## config.mk

```make
export PLATFORM = sky130hd
export DESIGN_NAME = ddr_fetch_control_flat
export DESIGN_NICKNAME = d
export VERILOG_FILES = /design/src/cnn_pkg.sv /design/src/cnn_ifs.sv /design/src/ddr_fetch_control.sv /design/src/flat_wrapper.sv
export SDC_FILE = /design/constraint.sdc
export NUM_CORES = 1
export LEC_CHECK = 0
export BUFFER_PORTS_ARGS = -buffer_cell sky130_fd_sc_hd__buf_2
export CAP_MARGIN = 15
export CORE_MARGIN = 2
export CORE_UTILIZATION = 35
export DETAILED_ROUTE_END_ITERATION = 8
export GPL_ROUTABILITY_DRIVEN = 0
export GPL_TIMING_DRIVEN = 1
export PLACE_DENSITY = 0.77
export SYNTH_ARGS = -nofsm -noshare
export SYNTH_HDL_FRONTEND = slang
export SYNTH_SLANG_ARGS = --single-unit
```

## constraint.sdc

```tcl
create_clock -name clk -period 5.4 [get_ports clk]
set_input_delay 1.08 -clock clk [delete_from_list [all_inputs] [get_ports clk]]
set_output_delay 1.08 -clock clk [all_outputs]
set_load 0.05 [all_outputs]
```

## src/cnn_pkg.sv

```systemverilog
`default_nettype none

package cnn_pkg;

	////////////////////////////////////////
	// Widths
	////////////////////////////////////////
	localparam int INST_W     = 64;
	localparam int DDR_ADDR_W = 32; // Byte address
	localparam int DDR_DATA_W = 64; // Memory and buffer word
	localparam int LEN_W      = 16; // Word count
	localparam int ELEM_W     = 8;
	localparam int ELEMS      = 8;  // Elements per word
	localparam int RES_W      = 32;
	localparam int SHIFT_W    = 5;

	// Opcodes, top two bits of either view
	localparam logic [1:0] OP_LOAD = 2'b01;
	localparam logic [1:0] OP_COMP = 2'b10;

	// Buffer targets of a load
	localparam logic [1:0] TGT_BIAS   = 2'd1;
	localparam logic [1:0] TGT_WEIGHT = 2'd2;
	localparam logic [1:0] TGT_FEAT   = 2'd3;

	////////////////////////////////////////
	// Instruction word
	////////////////////////////////////////
	typedef struct packed {
		logic [1:0]            opcode;
		logic [1:0]            target;
		logic [3:0]            rsvd;
		logic [7:0]            buf_addr;  // First buffer word
		logic [LEN_W-1:0]      len;       // Words to fetch
		logic [DDR_ADDR_W-1:0] ddr_addr;
	} load_inst_s;

	typedef struct packed {
		logic [1:0]         opcode;
		logic [16:0]        rsvd;
		logic [SHIFT_W-1:0] shift;     // Arithmetic right shift of the sum
		logic [LEN_W-1:0]   len;       // Words in the dot product
		logic [7:0]         bias_addr;
		logic [7:0]         wgt_addr;
		logic [7:0]         feat_addr;
	} comp_inst_s;

	// Same 64 bits, view picked by the opcode
	typedef union packed {
		load_inst_s load;
		comp_inst_s comp;
	} inst_u;

endpackage

`default_nettype wire

```

## src/cnn_ifs.sv

```systemverilog
`default_nettype none

// Buffer write port, shared by all three buffers
interface buf_wr_if import cnn_pkg::*; #(
	parameter int BUF_ADDR_W = 8
);
	logic                  wr_en;
	logic [1:0]            target;  // Which buffer takes the word
	logic [BUF_ADDR_W-1:0] wr_addr;
	logic [DDR_DATA_W-1:0] wr_data;

	modport master (output wr_en, output target, output wr_addr, output wr_data);
	modport slave  (input wr_en, input target, input wr_addr, input wr_data);
endinterface


`default_nettype wire

```

## src/ddr_fetch_control.sv

```systemverilog
`default_nettype none

module ddr_fetch_control import cnn_pkg::*; #(
	parameter int BUF_ADDR_W = 8
) (
	input  logic                  clk,
	input  logic                  rst_n,
	input  logic                  start,
	input  logic [1:0]            target,
	input  logic [BUF_ADDR_W-1:0] buf_addr,
	input  logic [DDR_ADDR_W-1:0] ddr_addr,
	input  logic [LEN_W-1:0]      len,
	output logic                  done,
	output logic [DDR_ADDR_W-1:0] ddr_st_addr,
	output logic [LEN_W-1:0]      ddr_len,
	output logic                  ddr_conf,
	input  logic                  ddr_fifo_empty,
	input  logic [DDR_DATA_W-1:0] ddr_fifo_data,
	output logic                  ddr_fifo_req,
	buf_wr_if.master              wr
);

	logic                  busy;
	logic [LEN_W-1:0]      cnt;      // Pops still owed
	logic [BUF_ADDR_W-1:0] wr_addr_q;
	logic [1:0]            tgt_q;

	// No pop in the request cycle itself
	assign ddr_fifo_req = busy && !ddr_conf && !ddr_fifo_empty && (cnt != '0);

	// Popped word goes straight into the buffer
	assign wr.wr_en   = ddr_fifo_req;
	assign wr.target  = tgt_q;
	assign wr.wr_addr = wr_addr_q;
	assign wr.wr_data = ddr_fifo_data;

	always_ff @(posedge clk or negedge rst_n) begin
		if (!rst_n) begin
			busy     <= 1'b0;
			cnt      <= '0;
			ddr_conf <= 1'b0;
			done     <= 1'b0;
		end else begin
			ddr_conf <= start;
			done     <= (ddr_fifo_req && cnt == LEN_W'(1)) || (ddr_conf && cnt == '0);
			if (start) begin
				busy <= 1'b1;
				cnt  <= len;
			end else if (ddr_fifo_req) begin
				cnt <= cnt - 1'b1;
				if (cnt == LEN_W'(1))
					busy <= 1'b0;
			end else if (ddr_conf && cnt == '0) begin
				busy <= 1'b0; // Empty load
			end
		end
	end

	always_ff @(posedge clk) begin
		if (start) begin
			ddr_st_addr <= ddr_addr;
			ddr_len     <= len;
			wr_addr_q   <= buf_addr;
			tgt_q       <= target;
		end else if (ddr_fifo_req) begin
			wr_addr_q <= wr_addr_q + 1'b1;
		end
	end

	a_no_pop_empty: assert property (@(posedge clk) disable iff (!rst_n)
		ddr_fifo_req |-> !ddr_fifo_empty);

	// Quiet between a finished fetch and the next start
	a_no_pop_idle: assert property (@(posedge clk) disable iff (!rst_n)
		done |=> !ddr_fifo_req until start);

endmodule

`default_nettype wire

```

## src/flat_wrapper.sv

```systemverilog
// flat-port wrapper written by rule: the top's interface ports become plain ports
module ddr_fetch_control_flat import cnn_pkg::*;
#(
	parameter int BUF_ADDR_W = 8
)
  (clk, rst_n, start, target, buf_addr, ddr_addr, len, done, ddr_st_addr, ddr_len, ddr_conf, ddr_fifo_empty, ddr_fifo_data, ddr_fifo_req, wr_wr_en, wr_target, wr_wr_addr, wr_wr_data);
  buf_wr_if #(.BUF_ADDR_W(BUF_ADDR_W)) wr_i ();
  input  logic clk;
  input  logic rst_n;
  input  logic start;
  input  logic [1:0] target;
  input  logic [BUF_ADDR_W-1:0] buf_addr;
  input  logic [DDR_ADDR_W-1:0] ddr_addr;
  input  logic [LEN_W-1:0] len;
  output logic done;
  output logic [DDR_ADDR_W-1:0] ddr_st_addr;
  output logic [LEN_W-1:0] ddr_len;
  output logic ddr_conf;
  input  logic ddr_fifo_empty;
  input  logic [DDR_DATA_W-1:0] ddr_fifo_data;
  output logic ddr_fifo_req;
  output wire logic [$bits(wr_i.wr_en)-1:0] wr_wr_en;
  output wire logic [$bits(wr_i.target)-1:0] wr_target;
  output wire logic [$bits(wr_i.wr_addr)-1:0] wr_wr_addr;
  output wire logic [$bits(wr_i.wr_data)-1:0] wr_wr_data;
  assign wr_wr_en = wr_i.wr_en;
  assign wr_target = wr_i.target;
  assign wr_wr_addr = wr_i.wr_addr;
  assign wr_wr_data = wr_i.wr_data;
  ddr_fetch_control #(.BUF_ADDR_W(BUF_ADDR_W)) u_core (.clk(clk), .rst_n(rst_n), .start(start), .target(target), .buf_addr(buf_addr), .ddr_addr(ddr_addr), .len(len), .done(done), .ddr_st_addr(ddr_st_addr), .ddr_len(ddr_len), .ddr_conf(ddr_conf), .ddr_fifo_empty(ddr_fifo_empty), .ddr_fifo_data(ddr_fifo_data), .ddr_fifo_req(ddr_fifo_req), .wr(wr_i));
endmodule
```

==> results of run 1 <==
-- cells in the final DEF (no fill, tap or decap), types with 4 or more instances in the layout --
cell type and n:
clkbuf_8 9, clkbuf_1 4, inv_1 7, dfrtp_1 19, edfxtp_1 58, o21ai_0 12, nand2_1 22, buf_2 123
nor2_1 9, nand4_1 4, a31oi_1 4, nor3_1 4, a21oi_1 4, nand3_1 8, xor2_1 4
-- registers in the layout (all words and copies together), names as in the netlist --
name and count:
u_core.wr.wr_addr 8, u_core.ddr_conf 1, u_core.ddr_st_addr 32, u_core.busy 1, u_core.wr.target 2, u_core.ddr_len 16
u_core.cnt 16, u_core.done 1
-- metal layers --
layer | global-route usage | wire length, um | vias up
met5 | 0 | 0 | -
met4 | 0.07895 | 254 | 0
met3 | 0.08768 | 1506 | 22
met2 | 0.2894 | 4847 | 177
met1 | 0.1457 | 2918 | 1114
li1 | - | - | 1119
-- worst max-delay path: stages, from the launching register on --
cell and delay (ps):
dfrtp_1 410, inv_1 110, ha_1 250, or3b_1 460, nor4_4 450, nor2_1 120, buf_2 240
-- cell type report --
type / instances / area share
Inverter: 7 / 0.006428
Timing Repair Buffer: 125 / 0.1543
Sequential cell: 77 / 0.5424
Clock inverter: 3 / 0.003367
Multi-Input combinational cell: 131 / 0.2179
Tap cell: 136 / 0.04163
Clock buffer: 13 / 0.03398
-- worst max-delay path by stage --
stage	start	to	cells past startpoint
after detailed placement	ddr_fifo_empty	wr_wr_en	4
after global routing	u_core.cnt[0]	ddr_fifo_req	6
final	u_core.cnt[0]	wr_wr_en	6
after CTS	u_core.cnt[0]	wr_wr_en	6
after global placement	ddr_fifo_empty	wr_wr_en	4
after floorplan	ddr_fifo_empty	wr_wr_en	4
-- power breakdown --
| part | leakage [nW] | total [mW] | internal [mW] | switching, mW |
|---|---|---|---|---|
| Clock | 0.0788 | 0.351 | 0.164 | 0.187 |
| Combinational | 0.812 | 0.277 | 0.0721 | 0.205 |
| Sequential | 0.794 | 0.725 | 0.694 | 0.0319 |
-- stage by stage --
stage               total power [mW]  std cells  area [um^2]  setup WS, ps  hold slack [ps]
detailed placement             1.017        475         3930          2059            550.5
global placement               1.011        475         3930          2098            536.4
global route                   1.413        492         4088          1755            594.3
CTS                            1.370        491         4083          1912            559.4
floorplan                      1.059        289         3659          1689            514.4
finish                         1.353        492         4088          1925            559.1
-- logic make-up after synthesis --
kind of cell	share of synthesized area
buf+inv	0.1505
xor+xnor	0.01676
simple gates	0.1200
compound gates	0.09063
fa+ha+maj	0.01026
mux	0.005814
flops	0.6060
==> flow_summary.yaml, run 1 <==
run_status:
  status: "completed"
worst_setup_path:
  cp-end-kind: "output pin"
  timing.rr.start: "u_core.cnt[0]"
  reg2reg_depth: 6
  cp.required_ps: 4320
  reg2reg_slack_ps: 2980
  cp.arrival_ps: 2400
  crit_type: "reg -> out"
  cp_max_fo: 8
  startpoint_type: "flip-flop"
  r2r_end: "u_core.wr.wr_addr[2]"
routing:
  postRouteWirelength_um: 9525
  final_antenna_net_count: 0
  drc: 0
  drtIter0Drc: 183
  drtPass1Iterations: 4
  vias_per_cell: 4.943
  vias: 2432
  wl_per_cell_um: 19.36
die:
  io_pins: 252
  rows: 37
  core_area_um2: 10230
  die-area_um2: 11290
  chipHeight_um: 106.2
  dieWidth_um: 106.2
  initial_core_util: 0.3576
yosys:
  yosysMostFrequentCell: "buf_4"
  syn_inst: 289
  synth_edf_count: 58
  yosys_warnings: 0
  ys_seq_area_frac: 0.6060
  yosys-top-cells-area: "edfxtp_1, buf_4, dfrtp_1"
  ys.flop_type: "edfxtp_1"
  synthTopCellsByCount: "buf_4, edfxtp_1, nand2_1, dfrtp_1, o21ai_0"
  yosysTopAreaCell: "edfxtp_1"
  syn_nets: 418
  ys_ff_latch: 77
  synth.distinct_cells: 54
  syn_avg_cell_area_um2: 12.66
  synth_top_area_frac: 0.4761
  synth_area_um2: 3659
  synthArstFlopShare: 0.2468
sta:
  finalCriticalPeriod_ps: 3475
  max_slew_margin: 0.3741
  setup_viol: 0
  rsz0062_at_grt: "no"
  hold_viol_final: 0
  timing.fmax_mhz: 287.7
  tightest_slew_ps: 936.9
  drv_slew: 0
  skew_ps: 10.67
  period_share: 0.6436
  fin_setup_tns_ps: 0
pwr:
  ir_drop_uv: 143.5
  powerDensity_nw_per_um2: 331.1
  power_leakage_nw: 1.685
min_path:
  hp-start: "u_core.busy"
  hp-class: "reg -> reg"
  min_to: "u_core.busy"
  min_path_cells: 2
cells_and_area:
  drive_above_1_share: 0.4185
  fin_nets: 480
  num_antenna_cells: 0
  seq_area_um2: 2217
  syn_to_final_growth_pct: 11.73
  multi_input_area_um2: 890.9
  fillCellCount: 959
  fin_util: 0.3995
placed_design:
  io_buffers: 123
  dp_hpwl_um: 7655
clocking:
  postCtsHoldBufs: 0
  clkSinkCount: 77
  clock_latency_ps: 350
  clk_path_buf_depth: 2
  cts_setup_buffers: 0
  clock-root-buffer: "clkbuf_8"
  cts.repair.resized: 0
  cts-htree-levels: 3
  cts_tree: "done"
  numCtsBuffers: 9
  clkSlewWorstSetupHoldPaths_ps: 80
global_routing:
  first_global_vias: 2273
  grt_usage: 0.1612
  grt_start_max_net_pins: 69
  grt_antenna_before_repair: 0
  grt_overflow: 0
  grt_first_pass_wirelength_um: 13250
job:
  cap_violations: 0
No activity file was read; power rests on OpenSTA's default activity.
==> run 2: changes to the inputs <==
- clock period: 5.4 -> 3.3 ns (I/O delays scaled with it)
==> flow_summary.yaml, run 2 (synthesis gave the netlist of run 1 again) <==
sta:
  max_slew_margin: 0.5170
  tightest_slew_ps: 717.9
  setup_ws_ps: 254.1
  skew_ps: 10.02
  hold_viol_final: 0
  hold_ws_ps: 247.2
  drv_slew: 0
  finalCriticalPeriod_ps: 3046
  rsz0062_at_grt: "no"
  timing.fmax_mhz: 328.3
  period_share: 0.9230
  setup_viol: 0
  fin_setup_tns_ps: 0
pwr:
  powerDensity_nw_per_um2: 586.0
  finalPower_mw: 2.455
  ir_drop_uv: 212.3
  power_leakage_nw: 1.731
routing:
  wl_per_cell_um: 19.54
  vias_per_cell: 4.988
  drc: 0
  drtPass1Iterations: 4
  final_antenna_net_count: 0
  drtIter0Drc: 209
  postRouteWirelength_um: 9635
  vias: 2459
clocking:
  cts_setup_buffers: 0
  cts-htree-levels: 3
  clkSinkCount: 77
  clkSlewWorstSetupHoldPaths_ps: 90
  clk_path_buf_depth: 2
  clock_latency_ps: 340
  cts.repair.resized: 0
  clock-root-buffer: "clkbuf_8"
  cts_tree: "done"
  numCtsBuffers: 9
  postCtsHoldBufs: 0
global_routing:
  first_global_vias: 2305
  grt_first_pass_wirelength_um: 14010
  grt_antenna_before_repair: 0
  grt_usage: 0.1667
  grt_start_max_net_pins: 52
  grt_overflow: 0
min_path:
  hp-class: "in -> async"
cells_and_area:
  finalInstanceArea_um2: 4189
  final_cell_mix: "buf_2, edfxtp_1, nand2_1"
  fin_util: 0.4094
  multi_input_area_um2: 890.9
  layout_commonest_cell: "buf_2"
  fillCellCount: 941
  num_antenna_cells: 0
  top_regs: "u_core.ddr_st_addr x32, u_core.cnt x16, u_core.ddr_len x16"
  drive_above_1_share: 0.4342
  syn_to_final_growth_pct: 14.50
  fin_nets: 481
  largest_reg_flops: 32
  stdcell_count: 493
  regMostFlops: "u_core.ddr_st_addr"
  seq_area_um2: 2217
run_status:
  status: "completed"
die:
  die-area_um2: 11290
  initial_core_util: 0.3576
  io_pins: 252
  dieWidth_um: 106.2
  chipHeight_um: 106.2
  rows: 37
  core_area_um2: 10230
placed_design:
  dp_hpwl_um: 7637
  place_area_um2: 3958
  io_buffers: 123
  post-place-ws_ps: 631.5
  placed_cells: 477
worst_setup_path:
  cp.arrival_ps: 2390
  slowest_delay_ps: 470
  crit_chain: "inv_1 -> ha_1 -> or3b_1 -> nor4_4 -> nor2_1 -> buf_2"
  cp_max_fo: 8
  cp-end-kind: "output pin"
  cp.required_ps: 2640
  reg2reg_depth: 6
  reg2reg_slack_ps: 950
  slowest_stage: "or3b_1"
  r2r_end: "u_core.wr.wr_addr[4]"
  crit_type: "reg -> out"
  timing.rr.start: "u_core.cnt[0]"
  startpoint_type: "flip-flop"
job:
  cap_violations: 0
## run 2: cell count changes in the layout (fill, tap and decap cells not counted), sizes merged
cell      previous run  this run
clkinvlp             0         1
clkinv               3         1
inv                  7         9
buf                125       126
bufinv               0         2
clkbuf              13        10
## run 2: worst max path at each step
stage / from / end / slack, ps / cells after the start
finish: u_core.cnt[0] / wr_wr_en / 250 / 6
global route: u_core.cnt[0] / ddr_fifo_req / 90 / 6
CTS: u_core.cnt[0] / wr_wr_en / 230 / 6
detailed placement: u_core.cnt[0] / wr_wr_en / 630 / 6
global placement: u_core.cnt[0] / wr_wr_en / 710 / 6
floorplan: ddr_fifo_empty / wr_wr_en / 430 / 4
## run 2: critical path, delay by kind of cell (launching register included)
family,cells,cell delay (ps)
DFF,1,430
buffers and inverters,2,360
and+or+nand+nor,3,1020
adders and majority gates,1,250
## run 2: cell type report
type,instances,share of cell area
tap,136,0.04062
inverter,7,0.006272
sequential,77,0.5293
multi-input combinational,131,0.2127
clock buffer,10,0.03286
clock inverter,6,0.02240
timing repair buffer,126,0.1559
## run 2: metal layers
metal | wire (um) | vias to the layer above | track usage
li1 | - | 1124 | -
met1 | 3104 | 1124 | 0.1683
met2 | 4922 | 192 | 0.2917
met3 | 1475 | 19 | 0.09319
met4 | 133 | 0 | 0.05169
met5 | 0 | - | 0
## run 2: power breakdown
part           internal (mW)  switching (mW)
logic                  0.121           0.338
registers               1.13          0.0512
clock network          0.453           0.358
total                   1.71           0.747
