File: src/cnn_pkg.sv
`default_nettype none

package cnn_pkg;

	////////////////////////////////////////
	// Widths
	////////////////////////////////////////
	localparam int INST_W     = 64;
	localparam int DDR_ADDR_W = 32; // Byte address
	localparam int DDR_DATA_W = 64; // Memory and buffer word
	localparam int LEN_W      = 16; // Word count
	localparam int ELEM_W     = 8;
	localparam int ELEMS      = 8;  // Elements per word
	localparam int RES_W      = 32;
	localparam int SHIFT_W    = 5;

	// Opcodes, top two bits of either view
	localparam logic [1:0] OP_LOAD = 2'b01;
	localparam logic [1:0] OP_COMP = 2'b10;

	// Buffer targets of a load
	localparam logic [1:0] TGT_BIAS   = 2'd1;
	localparam logic [1:0] TGT_WEIGHT = 2'd2;
	localparam logic [1:0] TGT_FEAT   = 2'd3;

	////////////////////////////////////////
	// Instruction word
	////////////////////////////////////////
	typedef struct packed {
		logic [1:0]            opcode;
		logic [1:0]            target;
		logic [3:0]            rsvd;
		logic [7:0]            buf_addr;  // First buffer word
		logic [LEN_W-1:0]      len;       // Words to fetch
		logic [DDR_ADDR_W-1:0] ddr_addr;
	} load_inst_s;

	typedef struct packed {
		logic [1:0]         opcode;
		logic [16:0]        rsvd;
		logic [SHIFT_W-1:0] shift;     // Arithmetic right shift of the sum
		logic [LEN_W-1:0]   len;       // Words in the dot product
		logic [7:0]         bias_addr;
		logic [7:0]         wgt_addr;
		logic [7:0]         feat_addr;
	} comp_inst_s;

	// Same 64 bits, view picked by the opcode
	typedef union packed {
		load_inst_s load;
		comp_inst_s comp;
	} inst_u;

endpackage

`default_nettype wire

File: src/inst_decoder.sv
`default_nettype none

module inst_decoder import cnn_pkg::*; #(
	parameter int BUF_ADDR_W = 8
) (
	input  logic                  clk,
	input  logic                  rst_n,
	input  inst_u                 instruct,
	input  logic                  inst_empty,
	output logic                  inst_req,
	output logic                  fetch_start,
	output logic [1:0]            fetch_target,
	output logic [BUF_ADDR_W-1:0] fetch_buf_addr,
	output logic [DDR_ADDR_W-1:0] fetch_ddr_addr,
	output logic [LEN_W-1:0]      fetch_len,
	input  logic                  fetch_done,
	output logic                  comp_start,
	output comp_inst_s            comp_inst,
	input  logic                  result_valid,
	output logic                  idle
);

	localparam logic [1:0] S_IDLE  = 2'd0;
	localparam logic [1:0] S_FETCH = 2'd1; // Waiting for fetch_done
	localparam logic [1:0] S_COMP  = 2'd2; // Waiting for the result

	logic [1:0] state;
	logic       is_load;
	logic       is_comp;

	assign is_load  = instruct.load.opcode == OP_LOAD;
	assign is_comp  = instruct.comp.opcode == OP_COMP;
	assign inst_req = (state == S_IDLE) && !inst_empty; // FWFT pop
	assign idle     = state == S_IDLE;

	always_ff @(posedge clk or negedge rst_n) begin
		if (!rst_n) begin
			state       <= S_IDLE;
			fetch_start <= 1'b0;
			comp_start  <= 1'b0;
		end else begin
			fetch_start <= inst_req && is_load;
			comp_start  <= inst_req && is_comp;
			case (state)
				S_IDLE: begin
					if (inst_req && is_load)
						state <= S_FETCH;
					else if (inst_req && is_comp)
						state <= S_COMP;
				end
				S_FETCH: if (fetch_done) state <= S_IDLE;
				S_COMP:  if (result_valid) state <= S_IDLE;
				default: state <= S_IDLE;
			endcase
		end
	end

	// Fields for the unit about to start
	always_ff @(posedge clk) begin
		if (inst_req && is_load) begin
			fetch_target   <= instruct.load.target;
			fetch_buf_addr <= BUF_ADDR_W'(instruct.load.buf_addr);
			fetch_ddr_addr <= instruct.load.ddr_addr;
			fetch_len      <= instruct.load.len;
		end
		if (inst_req && is_comp)
			comp_inst <= instruct.comp;
	end

	// One instruction in flight
	a_one_in_flight: assert property (@(posedge clk) disable iff (!rst_n)
		inst_req && (is_load || is_comp) |=> !inst_req until_with (fetch_done || result_valid));

endmodule

`default_nettype wire

File: config.mk
export PLATFORM = sky130hd
export DESIGN_NAME = inst_decoder
export DESIGN_NICKNAME = d
export VERILOG_FILES = /design/src/cnn_pkg.sv /design/src/inst_decoder.sv
export SDC_FILE = /design/constraint.sdc
export NUM_CORES = 1
export LEC_CHECK = 0
export BUFFER_PORTS_ARGS = -buffer_cell sky130_fd_sc_hd__buf_4
export CAP_MARGIN = 5
export CORE_AREA = 2 2 102 104
export CTS_CLUSTER_SIZE = 40
export DETAILED_ROUTE_END_ITERATION = 8
export DIE_AREA = 0 0 104 106
export PLACE_DENSITY_LB_ADDON = 0.15
export SLEW_MARGIN = 20
export SYNTH_ARGS = -nofsm -noshare
export SYNTH_HDL_FRONTEND = slang
export SYNTH_SLANG_ARGS = --single-unit
File: constraint.sdc
create_clock -name clk -period 5.9 [get_ports clk]
set_input_delay 1.18 -clock clk [delete_from_list [all_inputs] [get_ports clk]]
set_output_delay 1.18 -clock clk [all_outputs]
set_load 0.01 [all_outputs]
==> results of run 1 <==
==> metrics by stage <==
stage | instances | utilization
floorplan | 137 | -
global placement | 470 | 0.551
detailed placement | 470 | 0.551
CTS | 501 | 0.606
global route | 501 | 0.606
finish | 501 | 0.606
==> power breakdown <==
part           switching, mW  internal (mW)
clock network          0.332          0.632
registers            0.00841           1.02
logic                 0.0555         0.0639
total                  0.396           1.71
==> Yosys cell counts <==
| cell | n | area [um2] |
|---|---|---|
| edfxtp_1 | 122 | 3660 |
| or4b_1 | 2 | 20.0 |
| dfrtp_1 | 4 | 100 |
| nor2_1 | 1 | 3.75 |
| or2b_1 | 2 | 15.0 |
| nor3b_1 | 2 | 15.0 |
| a21oi_1 | 2 | 10.0 |
| or3_4 | 1 | 11.3 |
| inv_1 | 1 | 3.75 |
==> flip-flops by register name, indices dropped and copies added, names as in the netlist <==
register and cells:
comp_inst 64, comp_start 1, fetch_buf_addr 8, fetch_ddr_addr 32, fetch_len 16, fetch_start 1, fetch_target 2, state 2
==> layout make-up <==
class / instances / area, um2
Inverter: 1 / 3.75
Clock inverter: 10 / 121
Sequential cell: 126 / 3760
Timing Repair Buffer: 197 / 1480
Clock buffer: 21 / 429
Tap cell: 136 / 170
Multi-Input combinational cell: 10 / 97.6
Fill cell: 797 / 3940
==> cell usage in the layout, fill, tap and decap left out <==
cell / synthesis / routed
edfxtp_1: 122 / 122
clkinv_2: 0 / 4
nor2_1: 1 / 1
bufinv_16: 0 / 3
clkbuf_8: 0 / 1
clkbuf_1: 0 / 4
clkbuf_16: 0 / 16
buf_4: 0 / 197
dfrtp_1: 4 / 4
clkinv_1: 0 / 3
or4b_1: 2 / 2
or2b_1: 2 / 2
nor3b_4: 0 / 2
a21oi_1: 2 / 2
inv_1: 1 / 1
or3_4: 1 / 1
==> how the worst max path moves through the flow <==
stage,from,to,slack [ps],cells past startpoint
after global placement,inst_empty,inst_req,2880,4
after detailed placement,inst_empty,inst_req,2880,4
final,inst_empty,inst_req,2880,4
after global routing,inst_empty,inst_req,2850,4
after floorplan,inst_empty,comp_inst[0],1360,2
after CTS,inst_empty,inst_req,2880,4
==> cell families after synthesis <==
group / Yosys count / share of synthesized area
compound gates: 2 / 0.00261
simple gates: 8 / 0.0169
flops: 126 / 0.979
buf+inv: 1 / 0.000976
==> layer usage <==
| layer | global-route usage | share of wire | wire [um] | vias to the layer above |
|---|---|---|---|---|
| met4 | 0.0676 | 0.0094 | 77 | 0 |
| met3 | 0.0926 | 0.10 | 847 | 6 |
| met2 | 0.239 | 0.50 | 4100 | 133 |
| met5 | 0 | 0 | 0 | - |
| li1 | - | - | - | 989 |
| met1 | 0.161 | 0.39 | 3150 | 1027 |
==> metrics.md, run 1 <==
| Metric | Value |
|---|---|
| Status | `finished, final reports clean` |
| CP max-delay cell | `or3_4` |
| Remaining DRCs | `0` |
| Critical path type | `in2out` |
| Reg clk slew, reported paths | `60 ps` |
| CP startpoint kind | `input port` |
| Most used cell, CP | `buf_4` |
| Worst Path Arrival | `1840 ps` |
| Hold Vio Cnt, Final | `0` |
| FF-to-FF setup slack | `3780 ps` |
| Post-route setup slack | `2880 ps` |
| Max incr delay on CP | `370 ps` |
| Clock skew | `10.6 ps` |
| Die Span Y | `106 um` |
| Global route overflow | `0` |
| Tcrit/Tclk final | `0.512` |
| DRT iter0 DRCs | `76` |
| Worst Path Buf+Inv | `3` |
| Worst path required time | `4720 ps` |
| Critical path's top delay family | `simple AND/OR/NAND/NOR gates` |
| Initial Util | `0.384` |
| Leak | `2.43 nW` |
| WHS | `463 ps` |
| Fin crit period | `3020 ps` |
| Maximum fanout along the worst path | `3` |
| Post-DP HPWL | `5720 um` |
| Row cnt | `37` |
| Final instance area | `6060 um2` |
| CTS tree | `done` |
| GPL Wtd Cong | `0.716` |
| Total negative slack | `0 ps` |
| Worst-margin pin slew | `792 ps` |
| Setup Fix Bufs, Post-CTS | `0` |
| Worst hold path type | `in2async` |
| Vias/cell | `4.30` |
| Post-Route WL | `8180 um` |
| Syn Nets | `206` |
| Largest net degree at the start of global routing | `60` |
| Yosys cell types | `9` |
| Die area | `11000 um2` |
| Sequential-to-total area share from yosys stat | `0.979` |
| Worst reg2reg path depth | `3` |
| RSZ-0062 raised after global routing | `false` |
| Worst-Skew Late Latency | `500 ps` |
| CP Capture Type | `output port` |
| YS warnings | `0` |
| Crit-path cells | `buf_4, or3_4, inv_1, buf_4` |
| Hold-fix buffers, CTS | `0` |
| Wire per inst | `16.3 um` |
| FF-to-FF End | `fetch_ddr_addr[23]` |
| Port bufs | `194` |
| Clock sink count | `126` |
| FF+latch count, synth | `126` |
| Cell area after placement | `5510 um2` |
| First drt pass iteration count | `4` |
| Total power | `2.11 mW` |
| Initial antenna violation count | `0` |
| Die X | `104 um` |
| Max clock buf depth | `2` |
| CTS H-tree depth | `4` |
| Nets@finish | `422` |
| Cell count after synthesis | `137` |
| Syn_area_per_cell | `28.0 um2` |
| Area grow syn2layout | `57.8%` |
| Clk root buf | `clkbuf_8` |
| Core Box Area | `10000 um2` |
| Post-route ant nets | `0` |
| Number of global-route vias before repair | `2238` |
| I/O pins | `195` |
| Power density cells | `348 nW/um2` |
| Share of cells above drive strength 1 | `0.614` |
| Slew Limit Headroom | `0.472` |
| ANT cells | `0` |
| DP Worst Slack | `2880 ps` |
| Slew Viols, Final | `0` |
| CTS resizes | `0` |
| Global-route wire length before repair | `12100 um` |
| Peak VDD IR | `0.000183 V` |
| Mapped cell area | `3840 um2` |
| Via Count | `2155` |
| Critical R2R Launch | `state[1]` |
| Inserted Clock Buffers | `17` |
| GR Util All Layers | `0.151` |
| Setup violations, final | `0` |
| Fmax | `331 MHz` |
| Max-cap viol count | `0` |
(Power assumes the default switching activity.)
==> inputs of run 2 (changes only) <==
- CORE_AREA: 2 2 102 104 -> 2 2 96 98
- DIE_AREA: 0 0 104 106 -> 0 0 98 100
- clock period: 5.9 -> 2.8 ns (I/O delays scaled with it)
==> run 2 against run 1 <==
Clock skew is 4.0 ps lower. Die area decreased by 11%. Design area grew 1.1%. Total power is 120% higher. Sequential cell count did not move. Combinational power increased by 110%. Sequential share of layout area shrank 0.65 points. Routed wire length decreased by 3.7%. Cell count down 4.6%.
==> metrics.md, run 2 (synthesis results as in run 1) <==
| Metric | Value |
|---|---|
| Die Span Y | `100 um (was 106 um)` |
| Hold Startpoint | `instruct[58]` |
| Slew Viols, Final | `0 (unchanged)` |
| Biggest register | `comp_inst (unchanged)` |
| Nets@finish | `423 (was 422)` |
| Status | `finished, final reports clean (unchanged)` |
| First drt pass iteration count | `4 (unchanged)` |
| Hold Path Depth | `1` |
| Fill cells | `587 (was 797)` |
| Worst path required time | `2240 ps (was 4720 ps)` |
| Fin crit period | `2080 ps` |
| DP Worst Slack | `688 ps (was 2880 ps)` |
| Largest net degree at the start of global routing | `58 (was 60)` |
| Post-DP HPWL | `5640 um (was 5720 um)` |
| Clk root buf | `clkbuf_8 (unchanged)` |
| Area of the multi-input gates | `97.6 um2 (unchanged)` |
| FF-to-FF End | `fetch_ddr_addr[12] (was fetch_ddr_addr[23])` |
| Hold Vio Cnt, Final | `0 (unchanged)` |
| Vias/cell | `4.57 (was 4.30)` |
| Clock power share | `0.476 (was 0.457)` |
| RSZ-0062 raised after global routing | `false (unchanged)` |
| Clock sink count | `126 (unchanged)` |
| Post-Place Cells | `445 (was 470)` |
| CTS resizes | `0 (unchanged)` |
| Via Count | `2183 (was 2155)` |
| CP Capture Type | `output port (unchanged)` |
| Fmax | `480 MHz` |
| Tcrit/Tclk final | `0.744` |
| Post-Route WL | `7870 um (was 8180 um)` |
| Post-route setup slack | `716 ps (was 2880 ps)` |
| Die area | `9800 um2 (was 11000 um2)` |
| Reg clk slew, reported paths | `60 ps (about the same)` |
| Core Box Area | `8890 um2 (was 10000 um2)` |
| Die X | `98 um (was 104 um)` |
| Inserted Clock Buffers | `17 (unchanged)` |
| FF+latch area | `3760 um2 (unchanged)` |
| Worst reg2reg path depth | `3 (unchanged)` |
| GPL Wtd Cong | `0.727 (was 0.716)` |
| Comb pwr share | `0.055 (was 0.057)` |
| CP startpoint kind | `flip-flop (was input port)` |
| Port bufs | `194 (unchanged)` |
| GR Util All Layers | `0.162 (was 0.151)` |
| Global route overflow | `0 (unchanged)` |
| Commonest non-fill, non-tap cell in the layout | `buf_4 (unchanged)` |
| Setup violations, final | `0 (unchanged)` |
| Sw Share | `0.191 (was 0.188)` |
| Initial antenna violation count | `0 (unchanged)` |
| Worst-margin pin slew | `357 ps (was 792 ps)` |
| WHS | `241 ps (was 463 ps)` |
| CP startpoint | `state[1] (was inst_empty)` |
| CTS tree | `done (unchanged)` |
| Critical R2R Launch | `state[1] (unchanged)` |
| Leak | `2.46 nW (was 2.43 nW)` |
| Maximum fanout along the worst path | `5 (was 3)` |
| Max FFs per register | `64 (unchanged)` |
| I/O pins | `195 (unchanged)` |
| Hold-fix buffers, CTS | `1 (was 0)` |
| Remaining DRCs | `0 (unchanged)` |
| Net Sw Power | `883 uW (was 396 uW)` |
| Power density cells | `752 nW/um2 (was 348 nW/um2)` |
| CTS H-tree depth | `4 (unchanged)` |
| Most frequent cells in the layout | `195 x buf_4, 122 x edfxtp_1, 16 x clkbuf_16 (was 197 x buf_4, 122 x edfxtp_1, 16 x clkbuf_16)` |
| Worst Path Arrival | `1520 ps (was 1840 ps)` |
| Number of global-route vias before repair | `2216 (was 2238)` |
| Post-route ant nets | `0 (unchanged)` |
| Share of cells above drive strength 1 | `0.627 (was 0.614)` |
| Slew Limit Headroom | `0.762 (was 0.472)` |
| Sequential share of power | `0.469 (was 0.486)` |
| FF-to-FF setup slack | `890 ps (was 3780 ps)` |
| Global-route wire length before repair | `11600 um (was 12100 um)` |
| DRT iter0 DRCs | `94 (was 76)` |
| Peak VDD IR | `0.000464 V (was 0.000183 V)` |
| Max-cap viol count | `0 (unchanged)` |
| Hold EP | `comp_inst[58]` |
| Row cnt | `35 (was 37)` |
| ANT cells | `0 (unchanged)` |
| Clock skew | `6.53 ps (was 10.6 ps)` |
| Worst hold path type | `in2reg (was in2async)` |
| Setup Fix Bufs, Post-CTS | `0 (unchanged)` |
| Critical path type | `reg2out (was in2out)` |
| Worst-Skew Late Latency | `490 ps (was 500 ps)` |
| Max clock buf depth | `2 (unchanged)` |
| Initial Util | `0.432 (was 0.384)` |
| Largest registers | `comp_inst x64, fetch_ddr_addr x32, fetch_len x16 (unchanged)` |
| Total negative slack | `0 ps (unchanged)` |
| Post-route insts no fill | `478 (was 501)` |
| P_int | `3.73 mW (was 1.71 mW)` |
| Area grow syn2layout | `59.5% (was 57.8%)` |
| Wire per inst | `16.5 um (was 16.3 um)` |
## run 2: area by class of cell
cell class,instances,area share
Clock inverter,14,0.0314
Multi-Input combinational cell,10,0.0159
Sequential cell,126,0.614
Tap cell,111,0.0227
Inverter,1,0.000612
Timing Repair Buffer,198,0.247
Clock buffer,18,0.0682
## run 2: metal layers
layer	vias up	global-route usage	part of all wire
met5	-	0	0
met4	0	0.0716	0.015
met3	10	0.0857	0.11
met2	118	0.276	0.53
met1	1063	0.168	0.35
li1	992	-	-
## run 2: power by group through the flow
stage,registers [mW],logic (mW),clock network (mW)
global placement,2.20,0.253,0
CTS,2.16,0.259,2.23
global route,2.17,0.275,2.31
finish,2.16,0.255,2.19
detailed placement,2.20,0.258,0
floorplan,2.23,0.0369,0
## run 2: worst max path at each step
stage	end	slack, ps
floorplan	comp_inst[0]	-240
finish	inst_req	720
global placement	fetch_ddr_addr[2]	720
CTS	inst_req	690
detailed placement	fetch_buf_addr[5]	690
global route	inst_req	640
## run 2: critical path: stages (launching register included)
cell     delay [ps]
dfrtp_1         410
or3_4           440
inv_1            70
buf_4           110
## run 2: stage by stage
step	total power, mW	utilization	area, um2
floorplan	2.27	-	3860
global placement	2.45	0.620	5510
detailed placement	2.46	0.620	5510
CTS	4.65	0.689	6130
global route	4.75	0.689	6130
finish	4.61	0.689	6130
==> inputs of run 3 (changes only) <==
- clock period: 2.8 -> 2.05 ns (I/O delays scaled with it)
==> run 3 against run 2 <==
Sequential share of layout area fell by 0.21 points. First-iteration DRC count fell by 13%. Sequential power rose by 37%. Largest cell class unchanged.
==> metrics.md, run 3 (synthesis results as in run 1) <==
| Metric | Value |
|---|---|
| Setup violations, final | `0 (unchanged)` |
| FF+latch area | `3760 um2 (unchanged)` |
| Post-route setup slack | `90.6 ps (was 716 ps)` |
| Post-Place Cells | `445 (unchanged)` |
| Die X | `98 um (unchanged)` |
| Post-route ant nets | `0 (unchanged)` |
| Maximum fanout along the worst path | `5 (unchanged)` |
| Inserted Clock Buffers | `17 (unchanged)` |
| RSZ-0062 raised after global routing | `false (unchanged)` |
| Status | `finished, final reports clean (unchanged)` |
| DP Worst Slack | `204 ps (was 688 ps)` |
| Max clock buf depth | `2 (unchanged)` |
| Tcrit/Tclk final | `0.956` |
| Slew Viols, Final | `0 (unchanged)` |
| Reg clk slew, reported paths | `60 ps (about the same)` |
| First drt pass iteration count | `5 (was 4)` |
| Die area | `9800 um2 (unchanged)` |
| Worst path required time | `1640 ps (was 2240 ps)` |
| Fmax | `510 MHz` |
| Biggest register | `comp_inst (unchanged)` |
| CP startpoint kind | `flip-flop (unchanged)` |
| ANT cells | `0 (unchanged)` |
| Largest registers | `comp_inst x64, fetch_ddr_addr x32, fetch_len x16 (unchanged)` |
| CP Capture Type | `output port (unchanged)` |
| Global route overflow | `0 (unchanged)` |
| GR Util All Layers | `0.168 (was 0.162)` |
| Largest net degree at the start of global routing | `66 (was 58)` |
| CTS tree | `done (unchanged)` |
| Initial antenna violation count | `0 (unchanged)` |
| Critical R2R Launch | `state[1] (unchanged)` |
| Hold EP | `comp_inst[57] (was comp_inst[58])` |
| I/O pins | `195 (unchanged)` |
| Nets@finish | `423 (unchanged)` |
| Leak | `2.47 nW (was 2.46 nW)` |
| Remaining DRCs | `0 (unchanged)` |
| Max-cap viol count | `0 (unchanged)` |
| Core Box Area | `8890 um2 (unchanged)` |
| Worst-Skew Late Latency | `510 ps (was 490 ps)` |
| CTS resizes | `0 (unchanged)` |
| FF-to-FF setup slack | `260 ps (was 890 ps)` |
| Clock skew | `4.41 ps (was 6.53 ps)` |
| Hold Vio Cnt, Final | `0 (unchanged)` |
| Post-route insts no fill | `478 (unchanged)` |
| Worst reg2reg path depth | `3 (unchanged)` |
| Initial Util | `0.432 (unchanged)` |
| Post-Route WL | `8140 um (was 7870 um)` |
| Total power | `6.44 mW (was 4.61 mW)` |
| Area of the multi-input gates | `97.6 um2 (unchanged)` |
| Most frequent cells in the layout | `195 x buf_4, 122 x edfxtp_1, 16 x clkbuf_16, 5 x bufinv_16, 4 x dfrtp_1 (was 195 x buf_4, 122 x edfxtp_1, 16 x clkbuf_16)` |
| Critical path type | `reg2out (unchanged)` |
| Hold Startpoint | `instruct[57] (was instruct[58])` |
| Worst hold path type | `in2reg (unchanged)` |
| DRT iter0 DRCs | `82 (was 94)` |
| Row cnt | `35 (unchanged)` |
| Worst-margin pin slew | `356 ps (was 357 ps)` |
| Total negative slack | `0 ps (unchanged)` |
| Commonest non-fill, non-tap cell in the layout | `buf_4 (unchanged)` |
| FF-to-FF End | `fetch_len[5] (was fetch_ddr_addr[12])` |
| Hold-fix buffers, CTS | `1 (unchanged)` |
| Die Span Y | `100 um (unchanged)` |
| Post-DP HPWL | `5700 um (was 5640 um)` |
| Max FFs per register | `64 (unchanged)` |
| Via Count | `2184 (was 2183)` |
| Share of cells above drive strength 1 | `0.627 (unchanged)` |
| Clk root buf | `clkbuf_8 (unchanged)` |
| Slew Limit Headroom | `0.763 (was 0.762)` |
| Worst Path Arrival | `1550 ps (was 1520 ps)` |
| Setup Fix Bufs, Post-CTS | `0 (unchanged)` |
| Clock sink count | `126 (unchanged)` |
| Port bufs | `194 (unchanged)` |
| Peak VDD IR | `0.000574 V (was 0.000464 V)` |
| Power density cells | `1050 nW/um2 (was 752 nW/um2)` |
| Global-route wire length before repair | `12000 um (was 11600 um)` |
| Fill cells | `599 (was 587)` |
| GPL Wtd Cong | `0.733 (was 0.727)` |
| CTS H-tree depth | `4 (unchanged)` |
| Fin crit period | `1960 ps` |
| Number of global-route vias before repair | `2253 (was 2216)` |
| Vias/cell | `4.57 (about the same)` |
| Wire per inst | `17.0 um (was 16.5 um)` |
| Area grow syn2layout | `60.0% (was 59.5%)` |
| Hold Path Depth | `1 (unchanged)` |
## run 3: worst max-delay path by stage
stage / startpoint / to / slack [ps] / cells past startpoint
after global placement: inst_empty / comp_inst[28] / 220 / 4
final: state[1] / inst_req / 90 / 3
after CTS: state[1] / inst_req / 70 / 3
after floorplan: state[1] / comp_inst[0] / -880 / 2
after detailed placement: inst_empty / comp_inst[1] / 200 / 4
after global routing: state[1] / inst_req / 20 / 3
## run 3: per-layer routing
layer,track usage,vias to the layer above,share of wire
li1,-,994,-
met1,0.183,1041,0.37
met2,0.271,138,0.49
met3,0.100,11,0.12
met4,0.0673,0,0.014
met5,0,-,0
## run 3: power breakdown
part | switching, mW | total [mW] | leakage (nW) | internal, mW
registers | 0.0247 | 2.95 | 1.17 | 2.93
logic | 0.161 | 0.351 | 0.997 | 0.190
clock network | 1.05 | 3.14 | 0.304 | 2.09
total | 1.24 | 6.44 | 2.47 | 5.21
## run 3: per-stage QoR
step,cell area (um2),hold slack (ps),util
2_1_floorplan,3860,114,-
3_3_place_gp,5510,209,0.620
3_5_place_dp,5510,211,0.620
4_1_cts,6150,47.4,0.692
5_1_grt,6150,48.8,0.692
6_report,6150,76.2,0.692
## run 3: worst max-delay path, cell delays in order (launching register included)
cell	delay, ps
dfrtp_1	410
or3_4	440
inv_1	80
buf_4	120
## run 3: area by class of cell
| class | count | area share |
|---|---|---|
| Multi-Input combinational cell | 10 | 0.0159 |
| Inverter | 1 | 0.000610 |
| Sequential cell | 126 | 0.612 |
| Clock buffer | 17 | 0.0673 |
| Clock inverter | 15 | 0.0354 |
| Tap cell | 111 | 0.0226 |
| Timing Repair Buffer | 198 | 0.246 |
